`config.mk`:
```
export PLATFORM = sky130hd
export DESIGN_NAME = bbox_snap
export DESIGN_NICKNAME = d
export VERILOG_FILES = /design/src/hw/bbox_pkg.sv /design/src/hw/bbox_snap.sv
export SDC_FILE = /design/constraint.sdc
export NUM_CORES = 1
export LEC_CHECK = 0
export ABC_CLOCK_PERIOD_IN_PS = 1300
export BUFFER_PORTS_ARGS = -buffer_cell sky130_fd_sc_hd__buf_2
export CORE_AREA = 2 2 189 191
export DETAILED_ROUTE_END_ITERATION = 6
export DIE_AREA = 0 0 191 193
export GPL_TIMING_DRIVEN = 0
export SYNTH_ARGS = -nofsm -noshare
export SYNTH_HDL_FRONTEND = slang
export SYNTH_SLANG_ARGS = --single-unit
export TNS_END_PERCENT = 20
```
`constraint.sdc`:
```
create_clock -name clk -period 1.3 [get_ports clk]
set_input_delay 0 -clock clk [delete_from_list [all_inputs] [get_ports clk]]
set_output_delay 0 -clock clk [all_outputs]
set_load 0.1 [all_outputs]
```
`src/hw/bbox_pkg.sv`:
```
//********************
// Shared types for the bounding-box pipeline
// Coordinates are signed fixed point, SIGFIG bits with RADIX fraction bits
// Screen size is given as a vertex with the upper right pixel corner
// MSAA codes are one-hot; any other code acts as 1x downstream
//********************
`default_nettype none

package bbox_pkg;

    // Fixed-point format of every coordinate
    localparam int SIGFIG = 24;
    localparam int RADIX = 10;

    // Facing test widths
    // One extra bit holds any edge difference exactly
    localparam int DIFF_W = SIGFIG + 1;
    // Product of two differences plus one bit for the subtraction
    localparam int AREA_W = 2 * DIFF_W + 1;

    // One-hot MSAA selection, MSB is a single sample per pixel
    typedef logic [3:0] msaa_t;

    // Sample grid of 1, 4, 16 and 64 samples per pixel
    localparam msaa_t MSAA_1X = 4'b1000;
    localparam msaa_t MSAA_4X = 4'b0100;
    localparam msaa_t MSAA_16X = 4'b0010;
    localparam msaa_t MSAA_64X = 4'b0001;

    // One fixed-point coordinate
    typedef logic signed [SIGFIG-1:0] coord_t;

    // Edge difference and signed area of the facing test
    typedef logic signed [DIFF_W-1:0] diff_t;
    typedef logic signed [AREA_W-1:0] area_t;

    // x,y pair, also used for the screen size
    typedef struct packed {
        coord_t x;
        coord_t y;
    } vertex_t;

    // Triangle as three vertices in submission order
    typedef struct packed {
        vertex_t v0;
        vertex_t v1;
        vertex_t v2;
    } tri_t;

    // Lower-left and upper-right corners
    typedef struct packed {
        vertex_t ll;
        vertex_t ur;
    } box_t;

    // Contents of one pipeline stage
    // The triangle rides along with its box
    // box is meaningless when valid is low
    typedef struct packed {
        logic valid;
        tri_t tri_data;
        box_t box;
    } bbox_item_t;

endpackage

`default_nettype wire

```
`src/hw/bbox_snap.sv`:
```
//********************
// Stage 2 of the bounding-box pipeline
// Floors both corners to the subsample grid chosen by msaa
// Unknown msaa codes fall back to whole pixels
// msaa must stay steady while items are in flight
//********************
`default_nettype none

module bbox_snap (
    input  logic                 clk,
    input  logic                 reset,
    input  logic                 halt,
    input  bbox_pkg::msaa_t      msaa,
    input  bbox_pkg::bbox_item_t stage1_item,
    output bbox_pkg::bbox_item_t stage2_item
);

    // Fraction bits kept by the grid, 0 to 3
    logic [1:0] frac_keep;

    // Ones over the integer part and the kept fraction bits
    bbox_pkg::coord_t snap_mask;

    // Next contents of stage 2
    bbox_pkg::bbox_item_t next_item;

    // MSAA decode to a coordinate mask
    always_comb begin
        case (msaa)
            bbox_pkg::MSAA_4X: frac_keep = 2'd1;
            bbox_pkg::MSAA_16X: frac_keep = 2'd2;
            bbox_pkg::MSAA_64X: frac_keep = 2'd3;
            // MSAA_1X and any malformed code
            default: frac_keep = 2'd0;
        endcase
        snap_mask = {bbox_pkg::SIGFIG{1'b1}} << (bbox_pkg::RADIX - int'(frac_keep));
    end

    // Floor of every corner coordinate
    always_comb begin
        next_item = stage1_item;
        // Clearing low bits rounds toward minus infinity, also for negatives
        next_item.box.ll.x = stage1_item.box.ll.x & snap_mask;
        next_item.box.ll.y = stage1_item.box.ll.y & snap_mask;
        next_item.box.ur.x = stage1_item.box.ur.x & snap_mask;
        next_item.box.ur.y = stage1_item.box.ur.y & snap_mask;
    end

    // Stage 2 register
    always_ff @(posedge clk) begin
        if (reset) begin
            stage2_item <= '0;
        end else if (!halt) begin
            stage2_item <= next_item;
        end
    end

endmodule

`default_nettype wire

```
==> results.toml <==
[final_layout]
top_regs = "stage2_item (237)"
fill_cells = 3171
syn2layout_area_growth_pct = 81.2
finish.instance_area_mm2 = 0.0151
mostFrequentLayoutCell = "buf_2"
multi_input_area_mm2 = 0.00335
drive_above_1_share = 0.355
stdcell_count = 1999
final_util = 0.433
largest-register = "stage2_item"
largest_register_ffs = 237
regArea_mm2 = 0.00474
nets = 1771
insertedDiodeCount = 0
mostFrequentLayoutCells = "buf_2 (255), dfxtp_1 (237), buf_4 (235), dlygate4sd3_1 (233), nor2_1 (205)"

[place]
placed_cells = 1719
io_buffer_count = 466
post-dp-hpwl_mm = 21.8
gp_congestion = 0.759
placed_area_mm2 = 0.0113

[logic_synthesis]
ys_warn_count = 0
syn_inst = 789
ys_types = 25
synth-edff-count = 0
synth_flop_cell = "dfxtp_1"
synth_top_area_share = 0.568
syn-cell-area_mm2 = 0.00835
ys_seq_area_frac = 0.568
ys_ff_latch = 237
syn_area_per_cell_um2 = 10.6
synth-async-reset-ratio = 0
yosys-top-cells-area = "dfxtp_1 (57%), mux2i_1 (24%), nor2_1 (9.2%)"
netlist.top_cell.by_area = "dfxtp_1"

[timing]
period_needed_ns = 1.27
rsz0062_at_grt = "no"
hold_viol = 0
worst_pin_slew_ns = 0.832
drv_slew = 0
final.period_utilization = 0.978
fin_skew_ns = 0
max-slew-margin-rel = 0.445
clock.fmax_ghz = 0.786
setup_violations = 0

[routing]
wl_mm = 32.8
drt_iter0_drc = 226
via_count = 8509
viasPerCell = 4.26
ant_nets = 0
drt_first_pass_iters = 4
wl_per_cell_um = 16.4
drc = 0

[global_routing]
grt_usage = 0.164
grt_pass1_wl_mm = 47.1
grt_max_degree = 14
antenna_found_initial = 0
grt_pass1_vias = 8757
overflow = 0

[hold_path]
min_from = "reset"
min-delay-path-class = "in2reg"

[die]
die-area_mm2 = 0.0369
die_h_um = 193
start_util = 0.239
rows = 69
fp.coreArea_mm2 = 0.0350
io_pins = 489
die_w_um = 191

[outcome]
outcome = "finished, final reports clean"

[clock_tree]
cts.path.max_buffers = 3
cts.sinks = 237
cts_tree = "yes"
cts.clk_slew.worst_paths_ns = 0.06
htree_levels = 1
clk_latency_ns = 0.53
post_cts_buffers = 0
cts-root-buf = "clkbuf_16"
cts_buffers = 26

[setup_path]
critical_path.slowest_cell = "dfxtp_1"
worstPathCellList = "buf_4"
critPathKind = "reg2out"
slowest_delay_ns = 0.41
worstSetupStartpointType = "flop"
critPathRequiredTime_ns = 1.30
startpoint = "stage2_item[66]$_SDFFE_PP0N_"
critPathBufInv = 1
path_max_fanout = 2
end_kind = "primary output"
r2r_slack_ns = 0.05
crit_family = "flip-flops"
cp.arrival_ns = 1.27
reg2reg_from = "stage2_item[71]$_SDFFE_PP0N_"

[job]
max_cap_violations = 0

[power]
power_leakage_nw = 7.42
power.total_mw = 21.0
ir_drop_uv = 1010
p_per_area_mw_per_mm2 = 1390
layer usage:
layer,GRT usage,wire [µm]
met4,0.0650,1170
met5,0,0
met1,0.170,12400
met3,0.0438,2590
met2,0.311,16700
cell families after synthesis:
group	Yosys count	synth area share
multiplexers	197	0.236
AO/OA/AOI/OAI	28	0.0204
AND/OR/NAND/NOR	260	0.133
buffers and inverters	60	0.0334
XOR/XNOR	2	0.00210
adder cells (fa/ha/maj)	4	0.00600
other	1	0.000449
flip-flops	237	0.568
layout make-up:
cell class                 count  area share
timing repair buffer         699       0.348
sequential                   237       0.314
multi-input combinational    495       0.221
clock buffer                  38      0.0520
tap                          461      0.0381
buffer                        58      0.0180
clock inverter                 9     0.00811
inverter                       2    0.000496
final timing paths:
check / end / cells after the start
setup / recovery: stage2_item[66] / 1
hold / removal: stage2_item[5]$_SDFFE_PP0N_ / 3
setup reg to reg: stage2_item[71]$_SDFFE_PP0N_ / 3
hold reg to reg: stage2_item[29]$_SDFFE_PP0N_ / 1
synth_stat cells (all sizes together), types with 2 or more instances:
cell	instances
buf	33
mux2i	197
nand3b	9
a21oi	18
nor2b	3
nand2	17
nor3	2
dfxtp	237
a22o	4
and2	12
nor2	206
a22oi	6
ha	4
inv	2
xnor2	2
clkbuf	25
nand4b	8
where the power goes:
part	leakage, nW	switching, mW	total (mW)	internal (mW)
clock network	0.450	2.96	7.72	4.77
registers	1.95	0.232	7.88	7.64
logic	5.02	3.78	5.38	1.59
timing repair:
item | CTS | global route
gates cloned | 0 | 0
resized for setup | 236 | 6
setup endpoints to repair | 234 | 8
hold buffers | 233 | 0
endpoints found under the hold margin | 225 | 0
per-stage QoR:
stage	setup WS, ns	setup TNS, ns	hold slack, ns
after floorplan	0.00949	0	0.126
after global placement	-0.433	-47.05	0.215
after detailed placement	-0.458	-50.65	0.216
after CTS	0.000218	0	0.00288
after global routing	0.000396	0	0.0313
final	0.0280	0	0.00920
No activity file was read; power rests on OpenSTA's default activity.
