`src/hw/bbox_pkg.sv`:
```
//********************
// Shared types for the bounding-box pipeline
// Coordinates are signed fixed point, SIGFIG bits with RADIX fraction bits
// Screen size is given as a vertex with the upper right pixel corner
// MSAA codes are one-hot; any other code acts as 1x downstream
//********************
`default_nettype none

package bbox_pkg;

    // Fixed-point format of every coordinate
    localparam int SIGFIG = 24;
    localparam int RADIX = 10;

    // Facing test widths
    // One extra bit holds any edge difference exactly
    localparam int DIFF_W = SIGFIG + 1;
    // Product of two differences plus one bit for the subtraction
    localparam int AREA_W = 2 * DIFF_W + 1;

    // One-hot MSAA selection, MSB is a single sample per pixel
    typedef logic [3:0] msaa_t;

    // Sample grid of 1, 4, 16 and 64 samples per pixel
    localparam msaa_t MSAA_1X = 4'b1000;
    localparam msaa_t MSAA_4X = 4'b0100;
    localparam msaa_t MSAA_16X = 4'b0010;
    localparam msaa_t MSAA_64X = 4'b0001;

    // One fixed-point coordinate
    typedef logic signed [SIGFIG-1:0] coord_t;

    // Edge difference and signed area of the facing test
    typedef logic signed [DIFF_W-1:0] diff_t;
    typedef logic signed [AREA_W-1:0] area_t;

    // x,y pair, also used for the screen size
    typedef struct packed {
        coord_t x;
        coord_t y;
    } vertex_t;

    // Triangle as three vertices in submission order
    typedef struct packed {
        vertex_t v0;
        vertex_t v1;
        vertex_t v2;
    } tri_t;

    // Lower-left and upper-right corners
    typedef struct packed {
        vertex_t ll;
        vertex_t ur;
    } box_t;

    // Contents of one pipeline stage
    // The triangle rides along with its box
    // box is meaningless when valid is low
    typedef struct packed {
        logic valid;
        tri_t tri_data;
        box_t box;
    } bbox_item_t;

endpackage

`default_nettype wire

```
`src/hw/bbox_clip.sv`:
```
//********************
// Stage 3 of the bounding-box pipeline, the output stage
// Rejects boxes wholly outside 0..screen on either axis
// Clamps ll up to 0 and ur down to the screen size
// Box of a rejected item is not meaningful
// screen must stay steady while items are in flight
//********************
`default_nettype none

module bbox_clip (
    input  logic                 clk,
    input  logic                 reset,
    input  logic                 halt,
    input  bbox_pkg::vertex_t    screen,
    input  bbox_pkg::bbox_item_t stage2_item,
    output bbox_pkg::bbox_item_t out_item
);

    // Snapped box from stage 2
    bbox_pkg::box_t snapped;

    // Box after clamping to the screen
    bbox_pkg::box_t clamped;

    // Off-screen detection per axis
    logic reject_x;
    logic reject_y;

    // Next contents of the output stage
    bbox_pkg::bbox_item_t next_item;

    // Rejection
    always_comb begin
        snapped = stage2_item.box;
        // Left of the origin or right of the screen
        reject_x = (snapped.ur.x < 0) | (snapped.ll.x > screen.x);
        // Below the origin or above the screen
        reject_y = (snapped.ur.y < 0) | (snapped.ll.y > screen.y);
    end

    // Clamping
    always_comb begin
        // Lower left no smaller than the origin
        if (snapped.ll.x < 0) begin
            clamped.ll.x = bbox_pkg::coord_t'(0);
        end else begin
            clamped.ll.x = snapped.ll.x;
        end
        if (snapped.ll.y < 0) begin
            clamped.ll.y = bbox_pkg::coord_t'(0);
        end else begin
            clamped.ll.y = snapped.ll.y;
        end
        // Upper right no larger than the screen
        if (snapped.ur.x > screen.x) begin
            clamped.ur.x = screen.x;
        end else begin
            clamped.ur.x = snapped.ur.x;
        end
        if (snapped.ur.y > screen.y) begin
            clamped.ur.y = screen.y;
        end else begin
            clamped.ur.y = snapped.ur.y;
        end
    end

    // Output item
    always_comb begin
        next_item.valid = stage2_item.valid & ~reject_x & ~reject_y;
        next_item.tri_data = stage2_item.tri_data;
        next_item.box = clamped;
    end

    // Output register
    always_ff @(posedge clk) begin
        if (reset) begin
            out_item <= '0;
        end else if (!halt) begin
            out_item <= next_item;
        end
    end

endmodule

`default_nettype wire

```
`config.mk`:
```
export PLATFORM = sky130hd
export DESIGN_NAME = bbox_clip
export DESIGN_NICKNAME = d
export VERILOG_FILES = /design/src/hw/bbox_pkg.sv /design/src/hw/bbox_clip.sv
export SDC_FILE = /design/constraint.sdc
export NUM_CORES = 1
export LEC_CHECK = 0
export BUFFER_PORTS_ARGS = -buffer_cell sky130_fd_sc_hd__buf_2
export CORE_AREA = 2 2 207 209
export DETAILED_ROUTE_END_ITERATION = 6
export DIE_AREA = 0 0 209 211
export PLACE_DENSITY = 0.58
export SYNTH_ARGS = -nofsm -noshare
export SYNTH_HDL_FRONTEND = slang
export SYNTH_SLANG_ARGS = --single-unit
```
`constraint.sdc`:
```
create_clock -name clk -period 4.55 [get_ports clk]
set_input_delay 0.91 -clock clk [delete_from_list [all_inputs] [get_ports clk]]
set_output_delay 0.91 -clock clk [all_outputs]
set_load 0.05 [all_outputs]
```
==> run summary <==
WORST SETUP PATH
-------------------------------------------------------------------------------------------------
Number of cells on the critical path                                                            8
Launching element type of the critical path                                             input pin
Required time worst endpoint                                                              4940 ps
Worst reg2reg setup slack                                                                 3770 ps
Largest driver fanout on the critical path                                                     24
Data arrival at the endpoint of the critical path                                         3600 ps
R2R cell count                                                                                  2
Startpoint of the worst setup timing path                                              screen[47]
Reg2reg end                                                                          out_item[46]$_SDFFE_PP0N_
Kind of capture point of the worst setup path                                           flip-flop
CP top delay family                                                                  simple AND/OR/NAND/NOR gates
Maximum cell stage delay along the critical path                                           770 ps
Number of buffers and inverters on the critical path                                            2
R2r startpoint                                                                       out_item[46]$_SDFFE_PP0N_
Critical path class                                                                  input pin to flip-flop
Slowest cell on the critical path                                                    sky130_fd_sc_hd__nand2_1
Crit path to                                                                         out_item[42]$_SDFFE_PP0N_
Worst path cell trace                                                                buf_2 > inv_1 > ha_1 > nand4_2 > nor4_2 > nand2_1 > a41oi_1 > a221oi_1

FINISH
-------------------------------------------------------------------------------------------------
Register name with the most flops                                                        out_item
Most frequent cells in the layout                                                    sky130_fd_sc_hd__buf_2, sky130_fd_sc_hd__dfxtp_1, sky130_fd_sc_hd__nor2_1, sky130_fd_sc_hd__mux2i_1, sky130_fd_sc_hd__inv_1
Area grow syn2layout                                                                       34.68%
Layout cells sized above 1                                                                 38.06%
Regs by FF count                                                                     out_item: 239 flops
Fillcell total                                                                               4221
Post-layout instance area                                                            0.01581 sq mm
Final standard cell utilization of the core                                                37.87%
Net count reported at finish                                                                 2095
Fin cells                                                                                    2272
Largest register FFs                                                                          239
Commonest non-fill, non-tap cell in the layout                                       sky130_fd_sc_hd__buf_2

LOGIC SYNTHESIS
-------------------------------------------------------------------------------------------------
Post-synthesis share of cell area spent on and, or, nand and nor gates                     12.37%
Synthesized instance count                                                                   1221
Largest family of logic cells by synthesized area                                    compound AO/OA/AOI/OAI gates
Number of register bits inferred by synthesis                                                 239
Area share of the largest cell type after synthesis                                        40.75%
Synth warnings                                                                                  0
Post-synthesis sequential area ratio                                                       40.75%
Area fraction in compound gates after synthesis                                            17.81%
Number of distinct library cell variants in the gate-level netlist after synthesis             43
Netlist area before placement                                                        0.01174 sq mm
Count of flip-flops with a built-in enable after synthesis                                      0
Cell accounting for the most synthesized area                                        sky130_fd_sc_hd__dfxtp_1
Largest cells by area after synthesis                                                sky130_fd_sc_hd__dfxtp_1, sky130_fd_sc_hd__mux2i_1, sky130_fd_sc_hd__ha_1
Syn avg cell area                                                                     9.616 sq um
Mux cell area share after synthesis                                                        12.36%
Most frequently used flop master after synthesis                                     sky130_fd_sc_hd__dfxtp_1
Xor and xnor area share after synthesis                                                        0%
Share of async-settable or async-resettable flops after synthesis                              0%
Fraction of the mapped netlist area in adder cells                                         10.23%

TIMING
-------------------------------------------------------------------------------------------------
Final hold vios                                                                                 0
Final critical path time including I/O delays and setup                                   3210 ps
Slew at the pin with the worst max-slew slack                                             1133 ps
Count of final setup violators                                                                  0
Min setup slack post-route                                                                1340 ps
Post-Route Skew                                                                              0 ps
Number of pins exceeding their max-slew limit in the final report                               0
Setup TNS Final                                                                              0 ps
RSZ-0062 raised after global routing                                                           no
Final worst-path cycle share                                                               70.54%
Max-slew headroom at the worst pin                                                         24.30%
Hold WS                                                                                  467.4 ps
Maximum clock frequency                                                                0.3116 GHz

FLOORPLANNING
-------------------------------------------------------------------------------------------------
Number of standard-cell rows in the floorplan                                                  75
Chip Height                                                                           211 microns
Core Region                                                                          0.04176 sq mm
Die Outline Area                                                                     0.04410 sq mm
Io pins                                                                                       533
Horizontal die dimension                                                              209 microns
Initial core utilization                                                                   28.12%

CTS
-------------------------------------------------------------------------------------------------
Max Buffers Root-to-Sink                                                                        3
Post-CTS setup repair buffer count                                                              0
Number of buffers created by CTS                                                               28
Hold buffer count at cts                                                                        0
Worst-path clk slew                                                                         60 ps
Gates resized, CTS repair                                                                       0
Root buffer selected by CTS                                                          sky130_fd_sc_hd__clkbuf_16
Number of H-tree levels                                                                         1
CTS tree                                                                                      yes
Clock tree sinks                                                                              239
Clock latency on the worst-skew pair                                                       540 ps

ROUTING
-------------------------------------------------------------------------------------------------
Met2 routed wirelength                                                               20240 microns
Via count                                                                                  11.11k
DR WL met3                                                                           3376 microns
Average vias per placed instance                                                            4.888
Remaining antenna violation count                                                               0
Highest layer used for signal routing                                                        met4
Number of detailed-route iterations in the first pass                                           5
WL/cell                                                                              18.28 microns
Total wire length                                                                    41530 microns
Number of DRC violations after detailed-routing iteration 0                                   568
Number of remaining DRC errors                                                                  0
Met1 layer wirelength in the final routing                                           16980 microns

OUTCOME
-------------------------------------------------------------------------------------------------
Result of the run                                                                    finished, final reports clean

GRT
-------------------------------------------------------------------------------------------------
Grt total ovfl                                                                                  0
Number of antenna violations at the first check in global routing                               7
Via count of the first global-routing pass                                                 11.19k
Pin count of the biggest net entering global routing                                           98
Wire length of the first global-routing pass                                         63000 microns
Global-route usage over all layers                                                         17.90%

PLACE
-------------------------------------------------------------------------------------------------
Sum of net half-perimeters after detailed placement                                  31910 microns
Count of port buffers added during placement                                                  530
Post-placement cell count                                                                    2216
Pre-CTS worst setup slack                                                                809.9 ps
Instance area at placement                                                           0.01483 sq mm
Placer Congestion                                                                          0.8723

HOLD PATH
-------------------------------------------------------------------------------------------------
Path type of the worst min-delay path                                                flip-flop to flip-flop

POWER AND IR DROP
-------------------------------------------------------------------------------------------------
Power density over the cells                                                         385.4 mW/mm^2
Total Power                                                                              6.095 mW
Peak supply drop                                                                        0.2696 mV
Leakage component of the power                                                           7.928 nW

JOB
-------------------------------------------------------------------------------------------------
Count of max-cap constraint violations                                                          0

-- worst reg2reg max path, cell delays in order (launching register included) --
cell                       delay (ps)
sky130_fd_sc_hd__dfxtp_1          370
sky130_fd_sc_hd__inv_1             50
sky130_fd_sc_hd__a221oi_1         270
-- how the worst min path moves through the flow --
| stage | startpoint | end | slack (ps) | depth (start not counted) |
|---|---|---|---|---|
| finish | out_item[17]$_SDFFE_PP0N_ | out_item[17]$_SDFFE_PP0N_ | 470 | 2 |
| global route | out_item[17]$_SDFFE_PP0N_ | out_item[17]$_SDFFE_PP0N_ | 490 | 2 |
| CTS | out_item[17]$_SDFFE_PP0N_ | out_item[17]$_SDFFE_PP0N_ | 470 | 2 |
| detailed placement | out_item[17]$_SDFFE_PP0N_ | out_item[17]$_SDFFE_PP0N_ | 460 | 2 |
| global placement | out_item[7]$_SDFFE_PP0N_ | out_item[7]$_SDFFE_PP0N_ | 450 | 2 |
| floorplan | out_item[41]$_SDFFE_PP0N_ | out_item[41]$_SDFFE_PP0N_ | 680 | 2 |
-- cell usage after synthesis (3+ instances only) --
master,n
sky130_fd_sc_hd__ha_1,96
sky130_fd_sc_hd__nand2_1,22
sky130_fd_sc_hd__a22oi_1,44
sky130_fd_sc_hd__nand3_1,53
sky130_fd_sc_hd__a41oi_2,29
sky130_fd_sc_hd__clkbuf_1,51
sky130_fd_sc_hd__a21oi_1,42
sky130_fd_sc_hd__o21a_1,4
sky130_fd_sc_hd__nor2_1,204
sky130_fd_sc_hd__mux2i_1,145
sky130_fd_sc_hd__a21o_1,10
sky130_fd_sc_hd__o21ai_0,10
sky130_fd_sc_hd__nand4_1,21
sky130_fd_sc_hd__dfxtp_1,239
sky130_fd_sc_hd__inv_1,99
sky130_fd_sc_hd__a221oi_2,29
sky130_fd_sc_hd__buf_4,11
sky130_fd_sc_hd__or3_1,3
sky130_fd_sc_hd__nor2b_1,6
sky130_fd_sc_hd__buf_2,5
sky130_fd_sc_hd__a221oi_1,19
sky130_fd_sc_hd__buf_1,20
sky130_fd_sc_hd__nor4_1,3
sky130_fd_sc_hd__nor3_1,3
sky130_fd_sc_hd__o21ai_1,3
sky130_fd_sc_hd__nand4_2,3
sky130_fd_sc_hd__a41oi_1,19
sky130_fd_sc_hd__o211ai_1,6
-- kinds of logic after synthesis --
| logic type | Yosys count |
|---|---|
| multiplexers | 145 |
| AO/OA/AOI/OAI | 226 |
| flip-flops | 239 |
| buffers and inverters | 187 |
| other | 1 |
| adder cells (fa/ha/maj) | 96 |
| AND/OR/NAND/NOR | 327 |
-- layout make-up --
class	count	area, sq um	area share [%]
multi-input combinational	796	6206	39.25
sequential	239	4785	30.26
timing repair buffer	543	2794	17.67
clock buffer	38	809.5	5.119
tap	539	674.4	4.265
inverter	99	371.6	2.350
clock inverter	14	162.7	1.029
antenna	4	10.01	0.06330
-- routing by layer --
metal	track usage (%)	vias to the layer above
li1	-	5356
met1	21.32	5233
met2	30.97	453
met3	5.129	63
met4	5.911	0
met5	0	-
-- report_power, final --
group          internal, mW  total [mW]  switching [mW]
combinational         0.447        1.45            1.01
clock                  1.42        2.35           0.934
sequential             2.22        2.29          0.0674
total                  4.09        6.09            2.01
No activity file was read; power rests on OpenSTA's default activity.
